**config.mk**
```make
export PLATFORM = sky130hd
export DESIGN_NAME = axiLiteRegs
export DESIGN_NICKNAME = d
export VERILOG_FILES = /design/src/common/drumPkg.sv /design/src/hdl/axiLiteRegs.sv
export SDC_FILE = /design/constraint.sdc
export NUM_CORES = 1
export LEC_CHECK = 0
export ABC_CLOCK_PERIOD_IN_PS = 13100
export BUFFER_PORTS_ARGS = -buffer_cell sky130_fd_sc_hd__buf_2
export CORE_UTILIZATION = 35
export CTS_CLUSTER_DIAMETER = 200
export DETAILED_ROUTE_END_ITERATION = 8
export REMOVE_ABC_BUFFERS = 1
export SLEW_MARGIN = 20
export SYNTH_ARGS = -nofsm -noshare
export SYNTH_HDL_FRONTEND = slang
export SYNTH_SLANG_ARGS = --single-unit
```
**constraint.sdc**
```tcl
create_clock -name clk -period 13.1 [get_ports clk]
set_clock_uncertainty 0.05 [all_clocks]
set_input_delay 0.655 -clock clk [delete_from_list [all_inputs] [get_ports clk]]
set_output_delay 0.655 -clock clk [all_outputs]
set_load 0.1 [all_outputs]
```
**src/common/drumPkg.sv**
```systemverilog
`default_nettype none

package drumPkg;

  // Displacements and coefficients in 1.17 fixed point
  typedef logic signed [17:0] sample_t;

  // Sequencer phase, broadcast to every node of the mesh
  typedef enum logic [2:0] {
    phaseIdle   = 3'd0,
    phaseClear  = 3'd1,
    phaseStrike = 3'd2,
    phaseMul0   = 3'd3,
    phaseMul1   = 3'd4,
    phaseMul2   = 3'd5,
    phaseCommit = 3'd6
  } phase_t;

  // Strike register, written as a bus word and read back as fields
  typedef union packed {
    logic [31:0] raw;
    struct packed {
      logic [5:0] spare;
      logic [3:0] yIndex;
      logic [3:0] xIndex;
      sample_t    amp;
    } fields;
  } strikeWord_t;

  // Byte offsets of the host registers
  localparam logic [11:0] regCtrl     = 12'h000;
  localparam logic [11:0] regSteps    = 12'h004;
  localparam logic [11:0] regStrike   = 12'h008;
  localparam logic [11:0] regRho      = 12'h00C;
  localparam logic [11:0] regEta      = 12'h010;
  localparam logic [11:0] regStatus   = 12'h014;
  localparam logic [11:0] regNodeBase = 12'h040;

  typedef logic [1:0] axiResp_t;
  localparam axiResp_t respOkay = 2'b00;

endpackage

`default_nettype wire

```
**src/hdl/axiLiteRegs.sv**
```systemverilog
`default_nettype none

module axiLiteRegs
#(
  parameter int gridSize = 4
)(
  input  logic                 clk,
  input  logic                 reset,
  input  logic [11:0]          awaddr,
  input  logic                 awvalid,
  output logic                 awready,
  input  logic [31:0]          wdata,
  input  logic                 wvalid,
  output logic                 wready,
  output drumPkg::axiResp_t    bresp,
  output logic                 bvalid,
  input  logic                 bready,
  input  logic [11:0]          araddr,
  input  logic                 arvalid,
  output logic                 arready,
  output logic [31:0]          rdata,
  output drumPkg::axiResp_t    rresp,
  output logic                 rvalid,
  input  logic                 rready,
  output drumPkg::sample_t     rho,
  output drumPkg::sample_t     eta,
  output drumPkg::strikeWord_t strikeWord,
  output logic                 clearReq,
  output logic                 strikeReq,
  output logic                 stepReq,
  output logic [15:0]          stepCount,
  input  logic [15:0]          remaining,
  input  logic                 busy,
  output logic [7:0]           readIndex,
  input  drumPkg::sample_t     readSample
);
  import drumPkg::*;

  localparam logic [11:0] nodeEnd = regNodeBase + 12'(4 * gridSize * gridSize);

  logic        writeFire;
  logic        readFire;
  logic        nodeHit;
  logic [11:0] nodeOffset;
  logic [31:0] readWord;

  assign writeFire = awvalid && awready && wvalid && wready;
  assign readFire  = arvalid && arready;
  assign arready   = !rvalid;
  assign bresp     = respOkay;
  assign rresp     = respOkay;

  // Node window decode
  assign nodeHit    = (araddr >= regNodeBase) && (araddr < nodeEnd);
  assign nodeOffset = araddr - regNodeBase;
  assign readIndex  = nodeOffset[9:2];

  always_comb
  begin
    readWord = '0;
    if (nodeHit)
      readWord = {{14{readSample[17]}}, readSample};
    else
    begin
      case (araddr)
        regSteps:  readWord = {16'd0, remaining};
        regRho:    readWord = {{14{rho[17]}}, rho};
        regEta:    readWord = {{14{eta[17]}}, eta};
        regStatus: readWord = {31'd0, busy};
        default:   readWord = '0;
      endcase
    end
  end

  always_ff @(posedge clk)
  begin
    if (reset)
    begin
      awready   <= 1'b0;
      wready    <= 1'b0;
      bvalid    <= 1'b0;
      rvalid    <= 1'b0;
      clearReq  <= 1'b0;
      strikeReq <= 1'b0;
      stepReq   <= 1'b0;
      rho       <= '0;
      eta       <= '0;
    end
    else
    begin
      clearReq  <= 1'b0;
      strikeReq <= 1'b0;
      stepReq   <= 1'b0;

      // Address and data taken together, one write at a time
      awready <= awvalid && wvalid && !awready && !bvalid;
      wready  <= awvalid && wvalid && !awready && !bvalid;

      if (writeFire)
      begin
        bvalid <= 1'b1;
        case (awaddr)
          regCtrl:   clearReq  <= wdata[0];
          regSteps:  stepReq   <= !busy && (wdata[15:0] != 16'd0);
          regStrike: strikeReq <= 1'b1;
          regRho:    rho       <= wdata[17:0];
          regEta:    eta       <= wdata[17:0];
          default:   ;
        endcase
      end
      else if (bvalid && bready)
        bvalid <= 1'b0;

      if (readFire)
        rvalid <= 1'b1;
      else if (rvalid && rready)
        rvalid <= 1'b0;
    end
  end

  always_ff @(posedge clk)
  begin
    if (writeFire && awaddr == regSteps)
      stepCount <= wdata[15:0];
    if (writeFire && awaddr == regStrike)
      strikeWord.raw <= wdata;
    // rdata holds until the next accepted address
    if (readFire)
      rdata <= readWord;
  end

endmodule

`default_nettype wire

```
==> results_tabular.tex, run 1 <==
\begin{tabular}{lr}
\hline
Metric & Value \\
\hline
\multicolumn{2}{l}{\textbf{Setup path}} \\
Startpoint type of the worst setup path & input pin \\
Cell family with the largest share of critical-path delay & buffers and inverters \\
Critical Path Fanout Max & 20 \\
Crit path buffers/inverters & 2 \\
Required time of the critical path & 13,160 ps \\
Worst setup EP type & flip-flop \\
Arrival @ worst endpoint & 3130 ps \\
Slowest CP cell & clkinv\_1 \\
Critical Path, Cell by Cell & buf\_2 -> clkinv\_1 -> a41o\_1 -> nand3\_1 -> mux2\_2 \\
CP max stage delay & 680 ps \\
Classification of the worst setup path & in -> reg \\
\multicolumn{2}{l}{\textbf{Clock network}} \\
CTS root buf & clkbuf\_16 \\
\# clock sinks & 108 \\
\# hold bufs at CTS & 0 \\
TritonCTS Buffers & 9 \\
Clk Latency, worst-skew pair & 360 ps \\
Number of H-tree levels & 3 \\
Number of resized instances in the post-cts repair step & 0 \\
Setup fix buffers added after clock tree synthesis & 0 \\
Max Buffers Root-to-Sink & 2 \\
CTS clk-pin slew, worst paths & 80 ps \\
Clock tree from TritonCTS & done \\
\multicolumn{2}{l}{\textbf{Detailed routing}} \\
1st-iter DRT viols & 161 \\
Number of detailed-route iterations in the first pass & 4 \\
Total vias in the final route & 3,674 \\
Vias per cell & 4.78 \\
Total Routed Length & 13,000 um \\
Wire per inst & 16.9 um \\
DRC violation count after routing & 0 \\
Post-detailed-route count of antenna-violating nets & 0 \\
\multicolumn{2}{l}{\textbf{Yosys}} \\
Netlist area before placement & 4770 um2 \\
Post-synthesis cell type count & 37 \\
Share of the synthesized area in the top cell type & 41.6\% \\
Synth Warn \# & 0 \\
Ys flop type & edfxtp\_1 \\
Mean post-synth cell area & 12.4 um2 \\
Library cell with the largest summed area after synthesis & edfxtp\_1 \\
EDFF count, synth & 66 \\
Most frequent cell after synthesis & edfxtp\_1 \\
Synth top cells by count & edfxtp\_1 (66), nand2b\_1 (55), dfxtp\_1 (42), mux2i\_1 (36), buf\_4 (24) \\
Mapped Cells & 383 \\
Flops \& latches, synth & 108 \\
Cells taking the most area after synthesis & edfxtp\_1 (42\%), dfxtp\_1 (18\%), mux2i\_1 (7.6\%), nand2b\_1 (7.2\%), mux2\_2 (4.5\%) \\
Sequential cell area fraction in the yosys report & 59.2\% \\
Post-synth ARST share & 0\% \\
\multicolumn{2}{l}{\textbf{STA}} \\
Measured slew at the worst slew-check pin & 1040 ps \\
Peak Freq & 0.325 GHz \\
Total negative slack for setup checks & 0 ps \\
Unrepaired setup endpoints after global routing & no \\
Worst slew margin & 30.9\% \\
Min Hold Slack & 400 ps \\
Hold Fails Final Rpt & 0 \\
Final min period & 3070 ps \\
Pins Over Slew Limit & 0 \\
Final period util & 23.5\% \\
Final critical-path setup slack & 10,030 ps \\
Final count of negative-setup-slack endpoints & 0 \\
\multicolumn{2}{l}{\textbf{Floorplan}} \\
Core region area & 13,200 um2 \\
Horizontal die dimension & 119 um \\
Number of cell rows & 42 \\
Ports placed on the boundary & 234 \\
Height of the die & 119 um \\
Die Footprint & 14,100 um2 \\
Initial core utilization & 36.0\% \\
\multicolumn{2}{l}{\textbf{Placement}} \\
Placed insts & 752 \\
Port-buffer cells & 229 \\
DP HPWL & 9380 um \\
Setup Slack @ Placement & 9740 ps \\
Global placement routability congestion & 0.775 \\
\multicolumn{2}{l}{\textbf{Job}} \\
Max-cap violations & 0 \\
\multicolumn{2}{l}{\textbf{Min path}} \\
Worst hold-check path type & reg -> reg \\
\multicolumn{2}{l}{\textbf{GRT}} \\
Antenna violations before repair & 0 \\
Aggregate global-route resource usage & 18.6\% \\
Pin count of the biggest net entering global routing & 60 \\
GRT overflow & 0 \\
Global-route wire length before repair & 19,600 um \\
Number of global-route vias before repair & 3,681 \\
\multicolumn{2}{l}{\textbf{Power and ir drop}} \\
Leakage power of the design & 2.60 nW \\
Power density over the cells & 121 nW/um2 \\
Max rail drop VDD & 0.0000752 V \\
\multicolumn{2}{l}{\textbf{Cells and area}} \\
Syn-to-layout area delta & 31.1\% \\
Number of nets in the layout & 688 \\
Fraction of layout instances using a drive strength above 1 & 47.0\% \\
Non-filler instance count after layout & 768 \\
Antenna diode count & 0 \\
\multicolumn{2}{l}{\textbf{Run status}} \\
Status & finished clean \\
\hline
\end{tabular}
where the power goes:
group | internal [mW] | total [mW] | switching, mW
Sequential | 0.363 | 0.365 | 0.00152
Clock | 0.152 | 0.283 | 0.132
Combinational | 0.0226 | 0.109 | 0.0866
Total | 0.537 | 0.757 | 0.220
worst register-to-register path, stage by stage (launching register included):
cell and delay, ps:
dfxtp_1 380, nand3_1 130, or4_2 680, nor3b_2 280, buf_4 430
flip-flops by register name (all words and copies together) (netlist names):
signal	cells
bvalid	1
clearReq	1
eta	18
rdata	18
rho	18
rvalid	1
stepCount	16
stepReq	1
strikeReq	1
strikeWord	32
wready	1
layout make-up:
cell class              instances  area (um2)
clock inverters                 7        82.6
repair buffers                233        1180
well taps                     176         220
flip-flops and latches        108        2820
multi-input cells             229        1700
clock buffers                   9         225
fillers                      1290        6990
inverters                       6        22.5
cells by family (layout without fill, tap and decap cells):
kind of cell | after synthesis | count (layout) | synth area share (%)
adders and majority gates | 3 | 3 | 0.787
DFF | 108 | 108 | 59.2
other | 1 | 4 | 0.0787
xor gates and xnor gates | 2 | 2 | 0.368
AOI/OAI and AO/OA | 37 | 37 | 5.43
and+or+nand+nor | 128 | 128 | 16.1
muxes | 55 | 55 | 12.0
buffers and inverters | 49 | 255 | 5.96
metal layers:
| layer | global-route usage, % | vias up | part of all wire [%] |
|---|---|---|---|
| met5 | 0 | - | 0 |
| met4 | 7.20 | 0 | 1.8 |
| met3 | 4.49 | 13 | 6.6 |
| met2 | 31.4 | 159 | 48 |
| met1 | 22.7 | 1744 | 43 |
| li1 | - | 1758 | - |
cells in the final DEF (no fill, tap or decap), types with 4 or more instances in the layout:
cell type / synthesis / routed
conb_1: 1 / 4
nor2b_1: 21 / 18
mux2_2: 19 / 19
dfxtp_1: 42 / 42
edfxtp_1: 66 / 66
nor2_1: 6 / 6
clkbuf_16: 0 / 9
nand2b_1: 55 / 55
a32oi_1: 15 / 15
nand2_1: 19 / 19
inv_1: 5 / 5
buf_4: 24 / 4
nor4_1: 6 / 6
buf_2: 2 / 229
a21oi_1: 16 / 16
mux2i_1: 36 / 36
path summary, 6_finish.rpt:
check                           slack (ps)                 from                  endpoint  depth (start not counted)
worst max-delay path                 10030            araddr[3]       rdata[11]$_DFFE_PP_                          5
worst min-delay path                   400  bvalid$_SDFFE_PP0P_         wready$_SDFF_PP0_                          1
worst max register to register       10790    wready$_SDFF_PP0_  strikeWord[30]$_DFFE_PP_                          4
worst min register to register         400  bvalid$_SDFFE_PP0P_         wready$_SDFF_PP0_                          1
per-stage QoR:
stage               util (%)  power, mW  cell area (um2)
floorplan                  -      0.443             4520
global placement        44.9      0.481             5940
detailed placement      44.9      0.482             5940
CTS                     47.2      0.766             6250
global route            47.2      0.780             6250
finish                  47.2      0.757             6250
(Power assumes the default switching activity.)
==> run 2: changes to the inputs <==
Settings changed: ABC_CLOCK_PERIOD_IN_PS 13100 to 2750, PLACE_DENSITY set to 0.66.
Clock period 13.1 ns to 2.75 ns, I/O delays scaled along.
==> run 2 against run 1 <==
  * Clock power grew to 4.8 times the previous value
  * Final cell count grew 5.7%
  * Worst hold slack lost 380 ps
  * Sequential cell count is the same
  * Sequential share of layout area shrank 2.9 points
  * Core utilization grew 3.3 points
  * Critical path depth grew 1
  * Global-route usage grew 0.59 points
  * Sequential power grew to 4.8 times the previous value
  * Combinational power grew to 5.2 times the previous value
  * Cell area grew 7.0%
  * Largest cell class unchanged
  * Power grew to 4.8 times the previous value
==> results_tabular.tex, run 2 (synthesized netlist as in run 1, its figures left out) <==
\begin{tabular}{lr}
\hline
Metric & Value \\
\hline
\multicolumn{2}{l}{\textbf{Clock network}} \\
Setup fix buffers added after clock tree synthesis & 0 \\
Number of H-tree levels & 3 \\
TritonCTS Buffers & 9 \\
\# clock sinks & 108 \\
Clk Latency, worst-skew pair & 350 ps \\
Clock tree from TritonCTS & done \\
Number of resized instances in the post-cts repair step & 0 \\
CTS root buf & clkbuf\_16 \\
Max Buffers Root-to-Sink & 2 \\
CTS clk-pin slew, worst paths & 70 ps \\
\# hold bufs at CTS & 36 \\
\multicolumn{2}{l}{\textbf{GRT}} \\
Global-route wire length before repair & 20,200 um \\
GRT overflow & 0 \\
Number of global-route vias before repair & 3,780 \\
Aggregate global-route resource usage & 19.2\% \\
Pin count of the biggest net entering global routing & 60 \\
Antenna violations before repair & 0 \\
\multicolumn{2}{l}{\textbf{Cells and area}} \\
Register name with the most flops & strikeWord \\
Layout fillers & 1,183 \\
Most used cells in the layout excluding fill and tap cells & buf\_2 (229), edfxtp\_1 (66), nand2b\_1 (55) \\
Number of nets in the layout & 732 \\
Non-filler instance count after layout & 812 \\
Most frequent standard cell in the layout excluding fill and tap cells & buf\_2 \\
Syn-to-layout area delta & 40.3\% \\
Antenna diode count & 0 \\
Number of flip-flops under the largest register name & 32 \\
Area taken by multi-input logic gates & 1700 um2 \\
Fraction of layout instances using a drive strength above 1 & 44.8\% \\
Sequential Area & 2820 um2 \\
\multicolumn{2}{l}{\textbf{Power and ir drop}} \\
Leakage power of the design & 2.79 nW \\
Total chip power & 3.67 mW \\
Max rail drop VDD & 0.000292 V \\
Power density over the cells & 549 nW/um2 \\
\multicolumn{2}{l}{\textbf{STA}} \\
Final min period & 2210 ps \\
Final period util & 80.4\% \\
Peak Freq & 0.452 GHz \\
Worst slew margin & 35.3\% \\
Unrepaired setup endpoints after global routing & no \\
Hold Fails Final Rpt & 0 \\
Final count of negative-setup-slack endpoints & 0 \\
Measured slew at the worst slew-check pin & 966 ps \\
Pins Over Slew Limit & 0 \\
\multicolumn{2}{l}{\textbf{Placement}} \\
Placed insts & 760 \\
Port-buffer cells & 229 \\
DP HPWL & 9990 um \\
Global placement routability congestion & 0.870 \\
\multicolumn{2}{l}{\textbf{Setup path}} \\
Classification of the worst setup path & in -> reg \\
Required time of the critical path & 2750 ps \\
Cell family with the largest share of critical-path delay & simple AND/OR/NAND/NOR gates \\
Reg2reg path depth & 4 \\
Critical Path Fanout Max & 31 \\
Startpoint of the worst setup timing path & awvalid \\
RR Startpoint & wready\$\_SDFF\_PP0\_ \\
Arrival @ worst endpoint & 2210 ps \\
Worst setup EP type & flip-flop \\
Crit. path cell count & 6 \\
Critical Path, Cell by Cell & dlygate4sd3\_1 -> buf\_2 -> nand3\_1 -> or4\_2 -> nor3b\_2 -> buf\_12 \\
CP max stage delay & 690 ps \\
Crit path buffers/inverters & 3 \\
Startpoint type of the worst setup path & input pin \\
Slowest CP cell & or4\_2 \\
\multicolumn{2}{l}{\textbf{Floorplan}} \\
Core region area & 13,200 um2 \\
Height of the die & 119 um \\
Number of cell rows & 42 \\
Initial core utilization & 36.0\% \\
Die Footprint & 14,100 um2 \\
Ports placed on the boundary & 234 \\
Horizontal die dimension & 119 um \\
\multicolumn{2}{l}{\textbf{Detailed routing}} \\
Post-detailed-route count of antenna-violating nets & 0 \\
Wire per inst & 16.7 um \\
Vias per cell & 4.80 \\
Total vias in the final route & 3,898 \\
Total Routed Length & 13,600 um \\
1st-iter DRT viols & 204 \\
DRC violation count after routing & 0 \\
Number of detailed-route iterations in the first pass & 4 \\
\multicolumn{2}{l}{\textbf{Min path}} \\
Cell depth of the worst hold path & 3 \\
Startpoint of the most critical hold path & arvalid \\
Worst hold-check path type & in -> reg \\
\multicolumn{2}{l}{\textbf{Run status}} \\
Status & finished clean \\
\multicolumn{2}{l}{\textbf{Job}} \\
Max-cap violations & 0 \\
\hline
\end{tabular}
run 2: layout make-up:
cell class | count | share of cell area, %
Sequential cell | 108 | 42.2
Multi-Input combinational cell | 229 | 25.4
Timing Repair Buffer | 277 | 24.1
Clock buffer | 10 | 3.57
Tap cell | 176 | 3.29
Clock inverter | 6 | 1.16
Inverter | 6 | 0.337
run 2: worst min-delay path, delay by kind of cell:
kind	cells	cell delay (ps)
buf+inv	1	100
simple gates	1	90
compound gates	1	50
run 2: path summary, 6_finish.rpt:
| kind | endpoint | slack, ps |
|---|---|---|
| hold reg to reg | wready$_SDFF_PP0_ | 430 |
| setup / recovery | strikeWord[9]$_DFFE_PP_ | 540 |
| setup reg to reg | strikeWord[9]$_DFFE_PP_ | 560 |
| hold / removal | rvalid$_SDFFE_PP0P_ | 20 |
run 2: where the power goes:
group          switching [mW]  internal, mW
clock                   0.616         0.749
combinational           0.422         0.145
sequential            0.00739          1.73
total                    1.04          2.62
run 2: per-layer routing:
layer  global-route usage (%)  part of all wire (%)  vias up
li1                         -                     -     1846
met1                     22.0                    40     1844
met2                     33.8                    50      193
met3                     5.02                   8.3       15
met4                     7.67                   1.7        0
met5                        0                     0        -
run 2: per-stage QoR:
| step | setup WS [ps] | instance area, um2 | hold WS (ps) | TNS (ps) | util [%] |
|---|---|---|---|---|---|
| after floorplan | -6820 | 4520 | 157 | -272560 | - |
| after global placement | 293 | 6010 | 265 | 0 | 45.4 |
| after detailed placement | 252 | 6010 | 266 | 0 | 45.4 |
| after CTS | 577 | 6690 | 11.2 | 0 | 50.5 |
| after global routing | 460 | 6690 | 22.9 | 0 | 50.5 |
| final | 539 | 6690 | 22.9 | 0 | 50.5 |
==> run 3: changes to the inputs <==
Settings changed: ABC_CLOCK_PERIOD_IN_PS 2750 to 1800.
Clock period 2.75 ns to 1.8 ns, I/O delays scaled along.
==> run 3 against run 2 <==
  * Critical endpoint is now rho[12]$_SDFFE_PP0P_
  * Sequential share of layout area is 3.1 points lower
  * Highest routed layer unchanged
  * Non-clock buffer count is 40 higher
  * Critical path type unchanged
  * Register-to-register slack worse by 580 ps
  * Clock power is 40% higher
  * Sequential power is 52% higher
  * Critical path depth is 2 higher
  * The flow now finishes with violations (setup timing)
  * Largest cell class unchanged
  * Largest power group unchanged
  * Combinational power is 62% higher
==> results_tabular.tex, run 3 (synthesized netlist as in run 1, its figures left out) <==
\begin{tabular}{lr}
\hline
Metric & Value \\
\hline
\multicolumn{2}{l}{\textbf{Run status}} \\
Status & finished, violations left \\
Violated checks & setup timing \\
\multicolumn{2}{l}{\textbf{STA}} \\
Hold Fails Final Rpt & 0 \\
Measured slew at the worst slew-check pin & 526 ps \\
Pins Over Slew Limit & 0 \\
Final count of negative-setup-slack endpoints & 49 \\
Final period util & 102\% \\
Total negative slack for setup checks & -547 ps \\
Final critical-path setup slack & -36.3 ps \\
Min Hold Slack & 11.7 ps \\
Final min period & 1840 ps \\
Unrepaired setup endpoints after global routing & yes \\
Worst slew margin & 65.2\% \\
Peak Freq & 0.545 GHz \\
\multicolumn{2}{l}{\textbf{Power and ir drop}} \\
Power density over the cells & 760 nW/um2 \\
Leakage power of the design & 3.04 nW \\
Max rail drop VDD & 0.000613 V \\
\multicolumn{2}{l}{\textbf{Floorplan}} \\
Height of the die & 119 um \\
Ports placed on the boundary & 234 \\
Number of cell rows & 42 \\
Core region area & 13,200 um2 \\
Initial core utilization & 36.0\% \\
Horizontal die dimension & 119 um \\
Die Footprint & 14,100 um2 \\
\multicolumn{2}{l}{\textbf{Cells and area}} \\
Layout fillers & 1,207 \\
Fraction of layout instances using a drive strength above 1 & 45.9\% \\
Register name with the most flops & strikeWord \\
Most frequent standard cell in the layout excluding fill and tap cells & buf\_2 \\
Utilization of the core after routing & 54.5\% \\
Area taken by multi-input logic gates & 1730 um2 \\
Number of nets in the layout & 772 \\
Sequential Area & 2820 um2 \\
Number of flip-flops under the largest register name & 32 \\
Most used cells in the layout excluding fill and tap cells & buf\_2 (228), edfxtp\_1 (66), nand2b\_1 (55), dlygate4sd3\_1 (55), dfxtp\_1 (41) \\
Antenna diode count & 0 \\
Syn-to-layout area delta & 51.3\% \\
\multicolumn{2}{l}{\textbf{Clock network}} \\
CTS clk-pin slew, worst paths & 70 ps \\
Max Buffers Root-to-Sink & 2 \\
CTS root buf & clkbuf\_16 \\
Clk Latency, worst-skew pair & 350 ps \\
TritonCTS Buffers & 9 \\
Clock tree from TritonCTS & done \\
\# clock sinks & 108 \\
Number of H-tree levels & 3 \\
\multicolumn{2}{l}{\textbf{Min path}} \\
Startpoint of the most critical hold path & readSample[4] \\
Hold worst-path end & rdata[4]\$\_DFFE\_PP\_ \\
Worst hold-check path type & in -> reg \\
Cell depth of the worst hold path & 2 \\
\multicolumn{2}{l}{\textbf{Detailed routing}} \\
Total vias in the final route & 4,115 \\
Total Routed Length & 14,500 um \\
DRC violation count after routing & 0 \\
Wire per inst & 17.0 um \\
1st-iter DRT viols & 183 \\
Post-detailed-route count of antenna-violating nets & 0 \\
Number of detailed-route iterations in the first pass & 4 \\
Vias per cell & 4.83 \\
\multicolumn{2}{l}{\textbf{GRT}} \\
Number of global-route vias before repair & 4,181 \\
Antenna violations before repair & 0 \\
Global-route wire length before repair & 22,000 um \\
GRT overflow & 0 \\
Aggregate global-route resource usage & 20.7\% \\
Pin count of the biggest net entering global routing & 24 \\
\multicolumn{2}{l}{\textbf{Placement}} \\
Setup Slack @ Placement & -595 ps \\
Global placement routability congestion & 0.854 \\
DP HPWL & 10,200 um \\
Port-buffer cells & 229 \\
\multicolumn{2}{l}{\textbf{Setup path}} \\
Reg-to-Reg End & strikeWord[30]\$\_DFFE\_PP\_ \\
Reg2reg path depth & 5 \\
Flop-to-flop setup slack & -20 ps \\
Critical Path Fanout Max & 5 \\
Classification of the worst setup path & in -> reg \\
Required time of the critical path & 2020 ps \\
Arrival @ worst endpoint & 2060 ps \\
Worst setup EP type & flip-flop \\
Startpoint type of the worst setup path & input pin \\
RR Startpoint & wready\$\_SDFF\_PP0\_ \\
Startpoint of the worst setup timing path & awaddr[9] \\
\multicolumn{2}{l}{\textbf{Job}} \\
Max-cap violations & 0 \\
\hline
\end{tabular}
-- run 3: where the power goes --
| part | switching [mW] | internal, mW |
|---|---|---|
| sequential | 0.0107 | 2.64 |
| combinational | 0.658 | 0.264 |
| clock | 0.949 | 0.963 |
-- run 3: routing by layer --
metal / track usage (%) / vias to the layer above / wire length [um]
met5: 0 / - / 0
met4: 7.75 / 0 / 270
met3: 4.44 / 19 / 1100
met2: 35.8 / 204 / 6880
met1: 25.2 / 1960 / 6220
li1: - / 1932 / -
-- run 3: layout make-up --
cell class	count	area share [%]
sequential	108	39.2
timing repair buffer	317	29.7
multi-input combinational	229	23.9
clock buffer	9	3.12
tap	176	3.05
clock inverter	7	0.763
inverter	6	0.312
-- run 3: worst max-delay path, cell delays in order --
cell and delay, ps:
buf_6 90, or4_4 530, or4_4 570, buf_6 140
nor3_4 150, buf_6 150, buf_12 130, mux2i_2 200
-- run 3: timing repair --
item	CTS	global route
resized for setup	12	5
setup endpoints to repair	86	86
pin swaps	3	4
buffers inserted	5	2
cloned	3	2
hold endpoints to repair	72	0
hold buffers	55	0
-- run 3: how the worst max path moves through the flow --
| stage | endpoint | slack [ps] | cells after the start |
|---|---|---|---|
| detailed placement | strikeWord[3]$_DFFE_PP_ | -590 | 5 |
| CTS | strikeWord[28]$_DFFE_PP_ | -60 | 5 |
| global placement | strikeWord[3]$_DFFE_PP_ | -550 | 5 |
| floorplan | rdata[17] | -7720 | 0 |
| global route | strikeWord[22]$_DFFE_PP_ | -80 | 5 |
| finish | rho[12]$_SDFFE_PP0P_ | -40 | 8 |
-- run 3: stage by stage --
stage,area [um2],power [mW],std cells
CTS,7130,5.52,848
finish,7210,5.49,852
floorplan,4520,3.23,343
global route,7210,5.69,852
global placement,6140,3.52,769
detailed placement,6140,3.53,769
